===== src/common/hl_defs.svh =====
// Width, address and timing constants for the host command path.
// Included by the shared package, the RTL blocks and the testbench.

`ifndef HL_DEFS_SVH
`define HL_DEFS_SVH

// command word widths
`define HL_CMD_ADDR_W     6
`define HL_CMD_DATA_W     32

// AD9866 serial port
`define HL_SPI_W          16
// clk_ctrl cycles per half sclk period
`define HL_SPI_HALF       2

// command addresses
`define HL_ADDR_KEY       6'h00
`define HL_ADDR_IP        6'h39
`define HL_ADDR_MAC       6'h3A
`define HL_ADDR_AD9866    6'h3B

// keying bits in the data word
`define HL_KEY_RUN_BIT    0
`define HL_KEY_PTT_BIT    1
`define HL_KEY_CW_BIT     2

// config byte bit that selects the alternate MAC
`define HL_CFG_ALTMAC_BIT 6

`define HL_MAC_BASE       48'h001CC0A213DD

`endif


===== src/common/hl_pkg.sv =====
// Shared types for the host command path.
// Imported by the interface, the RTL blocks and the testbench.

`include "hl_defs.svh"

package hl_pkg;

  typedef logic [`HL_CMD_ADDR_W-1:0] cmd_addr_t;
  typedef logic [`HL_CMD_DATA_W-1:0] cmd_data_t;

  // one AD9866 register write, address and value together
  typedef logic [`HL_SPI_W-1:0] spi_word_t;

  typedef logic [47:0] mac_t;

  // decoded command targets
  typedef enum logic [2:0] {
    OP_NONE,
    OP_KEY,
    OP_IP,
    OP_MAC,
    OP_SPI
  } cmd_op_e;

  // host handshake FSM
  typedef enum logic [1:0] {
    ST_IDLE,
    ST_EXEC,
    ST_WAIT_SPI,
    ST_ACK
  } ctrl_state_e;

  // 40-bit response word returned to the host
  typedef struct packed {
    logic      run;
    logic      tx_on;
    cmd_addr_t addr;
    cmd_data_t data;
  } resp_t;

endpackage


===== src/common/cmd_if.sv =====
// Dispatch bus between the command controller and the datapath blocks.
// One-cycle write strobes share a single data word; status flows back.

`timescale 1ns/1ns

interface cmd_if
  import hl_pkg::*;
();

  cmd_data_t wr_data;
  logic      wr_key;
  logic      wr_ip;
  logic      wr_mac;
  logic      wr_spi;

  // status back to the controller
  logic      spi_busy;
  logic      run;
  logic      tx_on;

  modport ctrl (
    output wr_data, wr_key, wr_ip, wr_mac, wr_spi,
    input  spi_busy, run, tx_on
  );

  modport key   (input wr_data, wr_key, output run, tx_on);
  modport ident (input wr_data, wr_ip, wr_mac);
  modport spi   (input wr_data, wr_spi, output spi_busy);

endinterface


===== src/hw/cmd_ctrl.sv =====
// Host command controller.
// Accepts a command over a four-phase req/ack handshake, decodes its
// address, pulses one dispatch strobe and latches the response word.

`timescale 1ns/1ns

`include "hl_defs.svh"

module cmd_ctrl
  import hl_pkg::*;
(
  input  logic      clk_ctrl,
  input  logic      rst_n_i,
  input  logic      cmd_req_i,
  input  cmd_addr_t cmd_addr_i,
  input  cmd_data_t cmd_data_i,
  input  logic      cmd_resp_req_i,
  output logic      cmd_ack_o,
  output resp_t     resp_o,
  cmd_if.ctrl       bus
);

  ctrl_state_e state_q;
  cmd_addr_t   addr_q;
  cmd_data_t   data_q;
  logic        resp_req_q;
  logic        load_resp_q;
  cmd_op_e     op;

  ////////////////////////////////////////////////////////////
  // command capture and decode

  // held for the whole command, host may change inputs after ack
  always_ff @(posedge clk_ctrl) begin
    if (state_q == ST_IDLE && cmd_req_i) begin
      addr_q     <= cmd_addr_i;
      data_q     <= cmd_data_i;
      resp_req_q <= cmd_resp_req_i;
    end
  end

  always_comb begin
    case (addr_q)
      `HL_ADDR_KEY:    op = OP_KEY;
      `HL_ADDR_IP:     op = OP_IP;
      `HL_ADDR_MAC:    op = OP_MAC;
      `HL_ADDR_AD9866: op = OP_SPI;
      // unused addresses are acked and dropped
      default:         op = OP_NONE;
    endcase
  end

  ////////////////////////////////////////////////////////////
  // handshake FSM

  always_ff @(posedge clk_ctrl) begin
    if (!rst_n_i) begin
      state_q     <= ST_IDLE;
      load_resp_q <= 1'b0;
    end else begin
      load_resp_q <= 1'b0;
      case (state_q)
        ST_IDLE: begin
          if (cmd_req_i) begin
            state_q <= ST_EXEC;
          end
        end
        ST_EXEC: begin
          if (op == OP_SPI) begin
            state_q <= ST_WAIT_SPI;
          end else begin
            state_q     <= ST_ACK;
            load_resp_q <= resp_req_q;
          end
        end
        ST_WAIT_SPI: begin
          // busy is already high here, set on the strobe edge
          if (!bus.spi_busy) begin
            state_q     <= ST_ACK;
            load_resp_q <= resp_req_q;
          end
        end
        ST_ACK: begin
          if (!cmd_req_i) begin
            state_q <= ST_IDLE;
          end
        end
        default: state_q <= ST_IDLE;
      endcase
    end
  end

  assign cmd_ack_o = (state_q == ST_ACK);

  // one strobe per command, only in ST_EXEC
  assign bus.wr_data = data_q;
  assign bus.wr_key  = (state_q == ST_EXEC) && (op == OP_KEY);
  assign bus.wr_ip   = (state_q == ST_EXEC) && (op == OP_IP);
  assign bus.wr_mac  = (state_q == ST_EXEC) && (op == OP_MAC);
  assign bus.wr_spi  = (state_q == ST_EXEC) && (op == OP_SPI);

  ////////////////////////////////////////////////////////////
  // response latch

  // armed on entry to ST_ACK, keying registers written on the strobe
  // edge are visible by the time it loads
  always_ff @(posedge clk_ctrl) begin
    if (!rst_n_i) begin
      resp_o <= '0;
    end else if (load_resp_q) begin
      resp_o.run   <= bus.run;
      resp_o.tx_on <= bus.tx_on;
      resp_o.addr  <= addr_q;
      resp_o.data  <= data_q;
    end
  end

endmodule


===== src/hw/radio_keying.sv =====
// Transmit keying registers.
// Holds run, PTT and CW key from the keying command and gates the
// transmitter with the synchronized transmit-inhibit pin.

`timescale 1ns/1ns

`include "hl_defs.svh"

module radio_keying (
  input  logic clk_ctrl,
  input  logic rst_n_i,
  input  logic tx_inhibit_i,
  cmd_if.key   bus,
  output logic tx_on_o,
  output logic led_run_o,
  output logic led_tx_o
);

  logic run_q;
  logic ptt_q;
  logic cw_q;
  logic inhibit_meta_q;
  logic inhibit_sync_q;
  logic tx_on;

  always_ff @(posedge clk_ctrl) begin
    if (!rst_n_i) begin
      run_q <= 1'b0;
      ptt_q <= 1'b0;
      cw_q  <= 1'b0;
    end else if (bus.wr_key) begin
      run_q <= bus.wr_data[`HL_KEY_RUN_BIT];
      ptt_q <= bus.wr_data[`HL_KEY_PTT_BIT];
      cw_q  <= bus.wr_data[`HL_KEY_CW_BIT];
    end
  end

  // two-flop synchronizer for the external inhibit pin
  // comes out of reset inhibited
  always_ff @(posedge clk_ctrl) begin
    if (!rst_n_i) begin
      inhibit_meta_q <= 1'b1;
      inhibit_sync_q <= 1'b1;
    end else begin
      inhibit_meta_q <= tx_inhibit_i;
      inhibit_sync_q <= inhibit_meta_q;
    end
  end

  assign tx_on = (ptt_q | cw_q) & ~inhibit_sync_q;

  assign tx_on_o   = tx_on;
  assign led_run_o = run_q;
  assign led_tx_o  = tx_on;

  // status for the response word
  assign bus.run   = run_q;
  assign bus.tx_on = tx_on;

endmodule


===== src/hw/identity_regs.sv =====
// Station identity registers.
// Stores the static IP, alternate MAC and config byte from host
// commands and composes the local MAC from them and the board pin.

`timescale 1ns/1ns

`include "hl_defs.svh"

module identity_regs
  import hl_pkg::*;
(
  input  logic      clk_ctrl,
  input  logic      rst_n_i,
  input  logic      alternate_mac_i,
  cmd_if.ident      bus,
  output mac_t      local_mac_o,
  output cmd_data_t static_ip_o
);

  localparam mac_t mac_base = `HL_MAC_BASE;

  cmd_data_t   static_ip_q;
  logic [15:0] alt_mac_q;
  logic [7:0]  config_q;

  always_ff @(posedge clk_ctrl) begin
    if (!rst_n_i) begin
      static_ip_q <= '0;
      alt_mac_q   <= '0;
      config_q    <= '0;
    end else begin
      if (bus.wr_ip) begin
        static_ip_q <= bus.wr_data;
      end
      if (bus.wr_mac) begin
        alt_mac_q <= bus.wr_data[15:0];
        config_q  <= bus.wr_data[23:16];
      end
    end
  end

  // alternate MAC replaces the low 16 bits, else the pin flips bit 1
  assign local_mac_o = config_q[`HL_CFG_ALTMAC_BIT] ?
                       {mac_base[47:16], alt_mac_q} :
                       {mac_base[47:2], ~alternate_mac_i, mac_base[0]};

  assign static_ip_o = static_ip_q;

endmodule


===== src/hw/ad9866/ad9866_spi.sv =====
// Serial register writer for the AD9866 front-end converter.
// Loads a 16-bit word on wr_spi and shifts it out MSB first, framed
// by sen_n low, with sclk derived from clk_ctrl by a half-period divider.

`timescale 1ns/1ns

`include "hl_defs.svh"

module ad9866_spi
  import hl_pkg::*;
(
  input  logic clk_ctrl,
  input  logic rst_n_i,
  cmd_if.spi   bus,
  output logic sclk_o,
  output logic sdio_o,
  output logic sen_n_o
);

  localparam int div_w = $clog2(`HL_SPI_HALF + 1);
  localparam int cnt_w = $clog2(`HL_SPI_W);

  logic             active_q;
  logic             sclk_q;
  logic [div_w-1:0] div_q;
  logic [cnt_w-1:0] bit_q;
  spi_word_t        shift_q;
  logic             half_done;

  // end of one sclk half period
  assign half_done = (div_q == div_w'(`HL_SPI_HALF - 1));

  ////////////////////////////////////////////////////////////
  // frame sequencer

  always_ff @(posedge clk_ctrl) begin
    if (!rst_n_i) begin
      active_q <= 1'b0;
      sclk_q   <= 1'b0;
      div_q    <= '0;
      bit_q    <= '0;
      shift_q  <= '0;
    end else if (!active_q) begin
      sclk_q <= 1'b0;
      div_q  <= '0;
      bit_q  <= '0;
      if (bus.wr_spi) begin
        active_q <= 1'b1;
        shift_q  <= bus.wr_data[`HL_SPI_W-1:0];
      end
    end else if (half_done) begin
      div_q  <= '0;
      sclk_q <= ~sclk_q;
      if (sclk_q) begin
        // falling sclk, next bit goes out during the low phase
        shift_q <= {shift_q[`HL_SPI_W-2:0], 1'b0};
        bit_q   <= bit_q + 1'b1;
        if (bit_q == cnt_w'(`HL_SPI_W - 1)) begin
          // last bit clocked, release the frame
          active_q <= 1'b0;
        end
      end
    end else begin
      div_q <= div_q + 1'b1;
    end
  end

  ////////////////////////////////////////////////////////////
  // pins and status

  assign sclk_o  = sclk_q;
  // shift register drains to zero, so sdio idles low
  assign sdio_o  = shift_q[`HL_SPI_W-1];
  assign sen_n_o = ~active_q;

  assign bus.spi_busy = active_q;

endmodule


===== src/hw/hl_core.sv =====
// Top level of the host command path on clk_ctrl.
// Ties the command controller to the keying, identity and AD9866
// serial blocks over the dispatch bus and exposes their pins.

`timescale 1ns/1ns

module hl_core
  import hl_pkg::*;
(
  input  logic      clk_ctrl,
  input  logic      rst_n_i,

  // host command handshake
  input  logic      cmd_req_i,
  input  cmd_addr_t cmd_addr_i,
  input  cmd_data_t cmd_data_i,
  input  logic      cmd_resp_req_i,
  output logic      cmd_ack_o,
  output resp_t     resp_o,

  // AD9866 serial port
  output logic      rffe_ad9866_sclk_o,
  output logic      rffe_ad9866_sdio_o,
  output logic      rffe_ad9866_sen_n_o,

  // keying and board IO
  input  logic      tx_inhibit_i,
  input  logic      alternate_mac_i,
  output logic      tx_on_o,
  output logic      led_run_o,
  output logic      led_tx_o,

  // station identity
  output mac_t      local_mac_o,
  output cmd_data_t static_ip_o
);

  cmd_if u_bus ();

  cmd_ctrl u_ctrl (
    .clk_ctrl       (clk_ctrl),
    .rst_n_i        (rst_n_i),
    .cmd_req_i      (cmd_req_i),
    .cmd_addr_i     (cmd_addr_i),
    .cmd_data_i     (cmd_data_i),
    .cmd_resp_req_i (cmd_resp_req_i),
    .cmd_ack_o      (cmd_ack_o),
    .resp_o         (resp_o),
    .bus            (u_bus.ctrl)
  );

  radio_keying u_keying (
    .clk_ctrl     (clk_ctrl),
    .rst_n_i      (rst_n_i),
    .tx_inhibit_i (tx_inhibit_i),
    .bus          (u_bus.key),
    .tx_on_o      (tx_on_o),
    .led_run_o    (led_run_o),
    .led_tx_o     (led_tx_o)
  );

  identity_regs u_ident (
    .clk_ctrl        (clk_ctrl),
    .rst_n_i         (rst_n_i),
    .alternate_mac_i (alternate_mac_i),
    .bus             (u_bus.ident),
    .local_mac_o     (local_mac_o),
    .static_ip_o     (static_ip_o)
  );

  ad9866_spi u_spi (
    .clk_ctrl (clk_ctrl),
    .rst_n_i  (rst_n_i),
    .bus      (u_bus.spi),
    .sclk_o   (rffe_ad9866_sclk_o),
    .sdio_o   (rffe_ad9866_sdio_o),
    .sen_n_o  (rffe_ad9866_sen_n_o)
  );

endmodule


===== config.mk =====
export PLATFORM = sky130hd
export DESIGN_NAME = hl_core
export DESIGN_NICKNAME = d
export VERILOG_FILES = /design/src/common/hl_pkg.sv /design/src/common/cmd_if.sv /design/src/hw/cmd_ctrl.sv /design/src/hw/radio_keying.sv /design/src/hw/identity_regs.sv /design/src/hw/ad9866/ad9866_spi.sv /design/src/hw/hl_core.sv
export VERILOG_INCLUDE_DIRS = /design/src /design/src/common
export SDC_FILE = /design/constraint.sdc
export NUM_CORES = 1
export LEC_CHECK = 0
export ABC_AREA = 1
export BUFFER_PORTS_ARGS = -buffer_cell sky130_fd_sc_hd__buf_2
export CORE_MARGIN = 2
export CORE_UTILIZATION = 36
export DETAILED_ROUTE_END_ITERATION = 12
export HOLD_SLACK_MARGIN = 0.1
export PLACE_DENSITY_LB_ADDON = 0.05
export SETUP_SLACK_MARGIN = 0.3
export SLEW_MARGIN = 25
export SYNTH_ARGS = -nofsm -noshare
export SYNTH_HDL_FRONTEND = slang
export SYNTH_SLANG_ARGS = --single-unit

===== constraint.sdc =====
create_clock -name clk_ctrl -period 2.1 [get_ports clk_ctrl]
set_clock_uncertainty 0.2 [all_clocks]
set_input_delay 0.42 -clock clk_ctrl [delete_from_list [all_inputs] [get_ports clk_ctrl]]
set_output_delay 0.42 -clock clk_ctrl [all_outputs]
set_load 0.05 [all_outputs]

==> results of run 1 <==
[flip-flops by register name, indices dropped and copies added (netlist names)]
signal                   cells
u_ctrl.bus.wr_data          32
u_keying.inhibit_sync_q      1
u_spi.div_q                  2
u_keying.bus.run             1
u_keying.inhibit_meta_q      1
u_keying.ptt_q               1
u_ident.static_ip_o         32
u_ctrl.resp_req_q            1
u_ctrl.load_resp_q           1
u_ctrl.state_q               2
u_ident.config_q             1
u_spi.bit_q                  4
u_spi.sclk_o                 1
u_ctrl.addr_q                6
u_spi.bus.spi_busy           1
u_ctrl.resp_o               40
u_keying.cw_q                1
u_ident.alt_mac_q           16
u_spi.shift_q               16
[critical path, cell delays in order, from the launching register on]
cell and delay (ns):
sky130_fd_sc_hd__dfxtp_4 0.35, sky130_fd_sc_hd__buf_6 0.14, sky130_fd_sc_hd__o21ai_2 0.12, sky130_fd_sc_hd__buf_6 0.17
[layout by cell type (no fill, tap or decap), types with 6 or more instances in the layout]
cell type and instances:
sky130_fd_sc_hd__conb_1 32, sky130_fd_sc_hd__dlygate4sd3_1 40, sky130_fd_sc_hd__buf_2 117, sky130_fd_sc_hd__buf_8 7, sky130_fd_sc_hd__mux2i_1 15, sky130_fd_sc_hd__inv_2 6, sky130_fd_sc_hd__nand3_1 18, sky130_fd_sc_hd__a21oi_1 42
sky130_fd_sc_hd__dfxtp_1 115, sky130_fd_sc_hd__inv_1 32, sky130_fd_sc_hd__buf_4 16, sky130_fd_sc_hd__edfxtp_1 39, sky130_fd_sc_hd__clkbuf_16 19, sky130_fd_sc_hd__buf_6 13, sky130_fd_sc_hd__nor2_1 167, sky130_fd_sc_hd__nand2_1 49
sky130_fd_sc_hd__o21ai_0 91
[how the worst max path moves through the flow]
stage | from | end | slack [ns] | depth (start not counted)
after floorplan | u_ident.config_q[6] | local_mac_o[1] | 0.30 | 2
after global placement | u_ident.config_q[6] | local_mac_o[5] | 0.36 | 3
after detailed placement | u_ident.config_q[6] | local_mac_o[5] | 0.28 | 3
after CTS | u_ident.config_q[6] | local_mac_o[5] | 0.22 | 4
after global routing | u_ident.config_q[6] | local_mac_o[5] | 0.24 | 4
final | u_ident.config_q[6] | local_mac_o[1] | 0.29 | 3
[final cells by class]
cell class | instances | area (um^2) | area share, %
flip-flops and latches | 160 | 3610 | 43.4
repair buffers | 196 | 1420 | 17.1
inverters | 43 | 176 | 2.12
multi-input cells | 452 | 2230 | 26.8
clock buffers | 24 | 524 | 6.31
well taps | 225 | 282 | 3.39
clock inverters | 8 | 73.8 | 0.888
[per-layer routing]
| metal | vias to the layer above | GRT usage [%] | wire length, um |
|---|---|---|---|
| li1 | 2555 | - | - |
| met1 | 2263 | 21.1 | 7210 |
| met2 | 140 | 28.9 | 7480 |
| met3 | 13 | 5.99 | 921 |
| met4 | 0 | 6.02 | 226 |
| met5 | - | 0 | 0 |
[metrics by stage]
stage	worst slack, ns	util (%)
CTS	0.221	47.6
floorplan	0.297	-
finish	0.287	48.5
global route	0.237	48.5
detailed placement	0.283	40.8
global placement	0.357	40.8
[cell families (layout without fill, tap and decap cells)]
group           after synthesis  after routing  share of synthesized area, %
mux                          15             15                          2.41
other cells                   2             32                         0.121
simple gates                256            258                          16.9
flops                       160            160                          57.7
compound gates              140            140                          11.3
fa+ha+maj                     7              7                          1.41
buf+inv                     115            271                          10.1
[Yosys cell counts (all sizes together)]
cell type | count | area share [%]
buf | 49 | 6.0
or2 | 2 | 0.20
edfxtp | 39 | 19
mux2i | 15 | 2.4
nor2 | 170 | 10
dfxtp | 121 | 39
ha | 7 | 1.4
conb | 2 | 0.12
inv | 41 | 2.5
a211oi | 1 | 0.12
nand2 | 55 | 3.5
nand3b | 1 | 0.12
a21oi | 42 | 3.4
o21ai | 97 | 7.8
nand4 | 1 | 0.34
nand3 | 20 | 1.8
clkbuf | 23 | 1.5
nor3 | 6 | 0.56
and3 | 1 | 0.10
clkinv | 2 | 0.14
[power groups by stage]
stage / combinational [W] / clock [W] / sequential [W]
floorplan: 0.000751 / 0 / 0.00423
detailed placement: 0.00153 / 0 / 0.00390
CTS: 0.00161 / 0.00315 / 0.00384
global route: 0.00182 / 0.00327 / 0.00389
finish: 0.00167 / 0.00306 / 0.00384
global placement: 0.00151 / 0 / 0.00389
[what timing repair did]
action	CTS	global route
hold endpoints to repair	40	0
buffers inserted	3	2
pin swaps	2	4
cloned	0	2
resized for setup	48	32
setup endpoints to repair	28	80
hold buffers	40	0
==> results.md, run 1 <==
- The floorplan step defined a die boundary enclosing 18,400 um^2.
- Registers are responsible for 44.8% of the overall power.
- CTS saw 160 sinks.
- Dividing the detail-routed via count by the number of cells gives 4.49.
- The critical hold path startpoint is u_keying.inhibit_meta_q.
- The post-route non-filler standard cell count is 1,108.
- The share of total power in combinational logic is 19.5%.
- The worst reg2reg path endpoint is u_ident.alt_mac_q[0].
- The die width is 135 um.
- The first detailed-routing pass took 4 iterations.
- In this run the count of I/O pins placed on the die edge is 171.
- The kind of capture point of the worst setup path is a primary output.
- The first global-routing pass estimated 24.4 mm of wire.
- The critical path in this run is classified as reg2out.
- The time the worst path needs with I/O delays and setup is 1.81 ns.
- After floorplanning, the core was divided into 48 placement rows.
- Data on the critical path arrives at its endpoint at 1.19 ns.
- Wires add up to 15.8 mm.
- The internal portion of the total power is 0.00588 W.
- Timing would allow up to 551 MHz.
- The post-synthesis cell count is 695.
- The analysis attributes to cell leakage a power of 3.60 nW.
- After synthesis the netlist holds a flip-flop and latch count of 160.
- The vertical extent of the die is 135 um.
- The final setup TNS is 0 ns.
- The remaining design rule violation count is 0.
- Summed over all layers, the global routing overflow is 0.
- The beginning of the worst register-to-register path is u_ctrl.addr_q[2].
- The later pin in the worst-skew pair is clocked with a latency of 0.42 ns.
- The cell count after placement is 1,029.
- The number of nets at the end of the flow is 921.
- The total routing resource utilization after global routing is 17.4%.
- The via count of the first global-routing pass is 4,794.
- The number of cells on the worst hold path is 1.
- The proportion of total power due to net switching is 31.5%.
- Summing every instance area after synthesis gives 6220 um^2.
- The placed wire-length estimate is 10.2 mm.
- The final max-slew violation count is 0.
- The top fanout value on the critical path is 9.
- In this run, the number of DRC markers left after iteration 0 of detailed routing was 229.
- The register-to-register setup slack is 0.39 ns.
- The run finished with clean final reports.
- The post-detailed-route count of antenna-violating nets is 0.
- Clock tree synthesis inserted a total of 17 buffers.
- Summing all placed instances gives a cell area of 6990 um^2.
- Entering global routing, the biggest net connects 45 pins.
- The fraction of final layout cells with drive strength greater than 1 is 25.3%.
- The total of max-cap violations is 0.
- The number of antenna violations at the first check in global routing came to 0.
- Overall power consumption after layout is estimated at 0.00858 W.
- The clock slew seen by the registers of the worst setup and hold paths is 0.06 ns.
- Data on the critical path is required at its endpoint by 1.48 ns.
- The synthesized netlist contains 32 unique library cells.
- In this run the power density over the cells is 1030 nW/um^2.
- The maximum vdd drop is 0.599 mV.
- The maximum level of the CTS H-tree is 4.
- In this run the power spent charging and discharging nets is 0.00270 W.
- The core region is 17,100 um^2.
- The part of the Yosys area used for sequential elements is 57.7%.
- The clock passes through at most 2 buffers.
- Hold timing on the final database bottoms out at a slack of 0.205 ns.
- The number of fill cells in the layout is 1,640.
- Setup repair after global routing could not meet its margin everywhere.
- The starting utilization of the core area is 36.4%.
- The final period utilization is 86.3%.
- The via count is 4,971.
- The synthesized area per cell is 8.95 um^2.
- The final instance area is 8310 um^2.
- The number of setup violations in the final report is 0.
- The worst setup path is launched from a flop.
- For hold timing, the worst endpoint is u_keying.inhibit_sync_q.
- The hold violation count in the final report was 0.
- The tree is rooted in a sky130_fd_sc_hd__clkbuf_16.
- The average wire per standard cell is 14.3 um.
- The routability congestion estimate is 0.781.
- The layout overhead on the synthesized area is 33.5%.
- TritonCTS built the clock tree.
- The total of warnings raised by yosys is 0.
- The path depth of the worst reg2reg path is 6.
- The number of antenna diodes in the final layout is 0.
- The clock network is responsible for 35.7% of the overall power.
- Port buffering added 138 buffers.
- The min-delay analysis places its worst path in the category reg2reg.
No activity file was read; power rests on OpenSTA's default activity.
==> run 2, diff against run 1 <==
--- a/config.mk
+++ b/config.mk
@@ -8,6 +8,7 @@
 export LEC_CHECK = 0
 export ABC_AREA = 1
 export BUFFER_PORTS_ARGS = -buffer_cell sky130_fd_sc_hd__buf_2
+export CAP_MARGIN = 30
 export CORE_MARGIN = 2
 export CORE_UTILIZATION = 36
 export DETAILED_ROUTE_END_ITERATION = 12
==> constraint.sdc (replaced) <==
create_clock -name clk_ctrl -period 1.77 [get_ports clk_ctrl]
set_clock_uncertainty 0.2 [all_clocks]
set_input_delay 0.354 -clock clk_ctrl [delete_from_list [all_inputs] [get_ports clk_ctrl]]
set_output_delay 0.354 -clock clk_ctrl [all_outputs]
set_load 0.05 [all_outputs]
==> results.md, run 2 (same netlist as run 1, synthesis figures left out) <==
- The most frequent standard cell in the layout excluding fill and tap cells is sky130_fd_sc_hd__nor2_1.
- The flip-flop count of the largest register after layout is 40.
- Counting both buffers and inverters, the worst setup path holds a total of 2.
- The clock sink count is 160.
- The total of max-cap violations is 0.
- The floorplan step defined a die boundary enclosing 18,400 um^2.
- The die is 135 um tall.
- The fraction of final layout cells with drive strength greater than 1 is 51.2%.
- Setup repair after global routing could not meet its margin everywhere.
- The total routing resource utilization after global routing is 20.5%.
- Counting flops per register, the top entry is u_ctrl.resp_o.
- The nature of the critical path startpoint is a flop.
- The data required time of the worst path is 1.22 ns.
- The largest net degree at the start of global routing is 55.
- For this design the ratio of total power to cell area is 1040 nW/um^2.
- The total length of routed wires is 18.5 mm.
- Summed over all cells, the static leakage comes to 4.41 nW.
- The first global-routing pass estimated 28.7 mm of wire.
- The pre-antenna-repair detailed-routing pass consisted of 4 iterations.
- The final max-slew violation count was 0.
- The class of the tightest hold or removal check is in2reg.
- The maximum clock path buffer count is 2.
- The total area inside the core boundary comes to 17,100 um^2.
- The remaining design rule violation count is 0.
- The root buffer selected by CTS is sky130_fd_sc_hd__clkbuf_16.
- On the critical path, the stage with the largest delay is an instance of sky130_fd_sc_hd__dfxtp_4.
- The number of antenna violations at the first check in global routing was 0.
- 0 antenna diodes ended up in the layout.
- The class of the most critical setup path is reg2out.
- The cell count after placement is 1,033.
- The register-to-register setup slack is 0.03 ns.
- The residual overflow from global routing is 0.
- The filler cells instantiated in the layout total 1,395.
- The final period utilization is 101%.
- TritonCTS created 17 clock buffers.
- The per-cell via count in the routed design is 4.64.
- The via count of the first global-routing pass is 5,403.
- The post-detailed-route count of antenna-violating nets is 0.
- The violation count after the first detailed-route iteration is 241.
- The hold violation count in the final report is 0.
- Hold timing on the final database bottoms out at a slack of 0.150 ns.
- The flow ran to the end, but the final reports show violations.
- Measured along the x axis, the die boundary spans 135 um.
- The count of boundary I/O pins is 171.
- The placement-stage cell area is 7130 um^2.
- After the flow finishes, the layout carries non-filler instances totaling 1,165.
- The top fanout value on the critical path is 8.
- The placed wire-length estimate is 10.3 mm.
- The source-to-sink clock delay at the later pin of the worst-skew pair is 0.43 ns.
- Clock-pin slew was measured on the worst setup and hold paths at 0.06 ns.
- The congestion estimate from routability-driven global placement came to 0.774.
- The final reports fail on setup timing.
- In the final layout, flip-flops and latches occupy 3730 um^2.
- The final layout contains 978 nets.
- The kind of capture point of the worst setup path is a primary output.
- The standard-cell row count is 48.
- The average wire per standard cell is 15.9 um.
- Across the VDD grid, the largest voltage drop is 0.663 mV.
- The via count is 5,406.
- The CTS tree is done.
- The time the worst path needs with I/O delays and setup is 1.79 ns.
- Setup violations remaining at the end of the flow were counted as 6.
- The final setup TNS is -0.0663 ns.
- The largest stage delay on the critical path is 0.37 ns.
- The maximum level of the CTS H-tree is 4.
- The initial utilization of the core area, before any placement, comes to 36.4%.
- The arrival time reported for the critical path endpoint is 1.23 ns.
- Buffers placed on the I/O ports in this run total 138.
- The share of the core filled with cells in the final layout is 63.2%.
- Leaving out fill and tap cells, the most frequent cells in the layout are sky130_fd_sc_hd__nor2_1 (139), sky130_fd_sc_hd__buf_8 (94), sky130_fd_sc_hd__dfxtp_2 (68), sky130_fd_sc_hd__o21ai_0 (51), sky130_fd_sc_hd__buf_2 (43).
- Once layout is done, the placed cells without fillers occupy 10,800 um^2.
- Summing all multi-input logic gate instances after layout gives 2930 um^2.
- The signal on the critical path passes through buf_16, o21ai_4, buf_6.
- The achievable clock frequency is 559 MHz.
- Across all setup checks in the final design, the least slack found is -0.0185 ns.
- The area growth from synthesis to layout is 73.9%.
- In this design, the largest share of critical-path delay is due to flip-flops.
run 2: changes by cell type in the layout (fill, tap and decap cells not counted), moves of 28 or more:
cell,before,now
sky130_fd_sc_hd__buf_8,7,94
sky130_fd_sc_hd__dfxtp_1,115,39
sky130_fd_sc_hd__buf_2,117,43
sky130_fd_sc_hd__dfxtp_2,4,68
sky130_fd_sc_hd__o21ai_0,91,51
sky130_fd_sc_hd__nor2_1,167,139
run 2: path summary, 6_finish.rpt:
kind	from	endpoint	cells after the start
max	u_ident.config_q[6]	local_mac_o[1]	3
min	rst_n_i	u_spi.shift_q[0]	3
max reg2reg	u_ctrl.addr_q[2]	u_spi.shift_q[0]	7
min reg2reg	u_keying.inhibit_meta_q	u_keying.inhibit_sync_q	1
run 2: per-stage QoR:
| stage | setup slack (ns) | total power [W] |
|---|---|---|
| 6_report | -0.0185 | 0.0113 |
| 2_1_floorplan | 0.0168 | 0.00594 |
| 5_1_grt | -0.0583 | 0.0117 |
| 4_1_cts | -0.0334 | 0.0110 |
| 3_5_place_dp | 0.0520 | 0.00648 |
| 3_3_place_gp | 0.0835 | 0.00645 |
run 2: report_power, final:
part           switching (W)  internal, W  total, W
Combinational        0.00171      0.00129   0.00300
Clock                0.00146      0.00210   0.00356
Sequential          0.000469      0.00425   0.00472
Total                0.00364      0.00765    0.0113
run 2: cell type report:
type | count | area share (%)
Clock inverter | 11 | 1.05
Sequential cell | 160 | 34.5
Tap cell | 225 | 2.60
Inverter | 43 | 1.75
Clock buffer | 21 | 4.16
Multi-Input combinational cell | 453 | 27.1
Timing Repair Buffer | 252 | 28.9
run 2: what timing repair did:
action / CTS / global route
setup buffers: 28 / 12
hold endpoints to repair: 42 / 0
pin swaps: 39 / 49
resized for setup: 528 / 109
cloned: 16 / 3
hold buffers: 41 / 0
endpoints found under the setup margin: 204 / 206
run 2: per-layer routing:
metal / global-route usage [%] / up-vias / routed length (um)
met5: 0 / - / 0
met4: 7.00 / 0 / 261
met3: 7.26 / 22 / 1380
met2: 34.0 / 170 / 9150
met1: 24.7 / 2542 / 7720
li1: - / 2672 / -
run 2: tightest hold or removal path, cell delays in order:
cell and delay, ns:
sky130_fd_sc_hd__buf_2 0.17, sky130_fd_sc_hd__inv_1 0.16, sky130_fd_sc_hd__a21oi_2 0.04
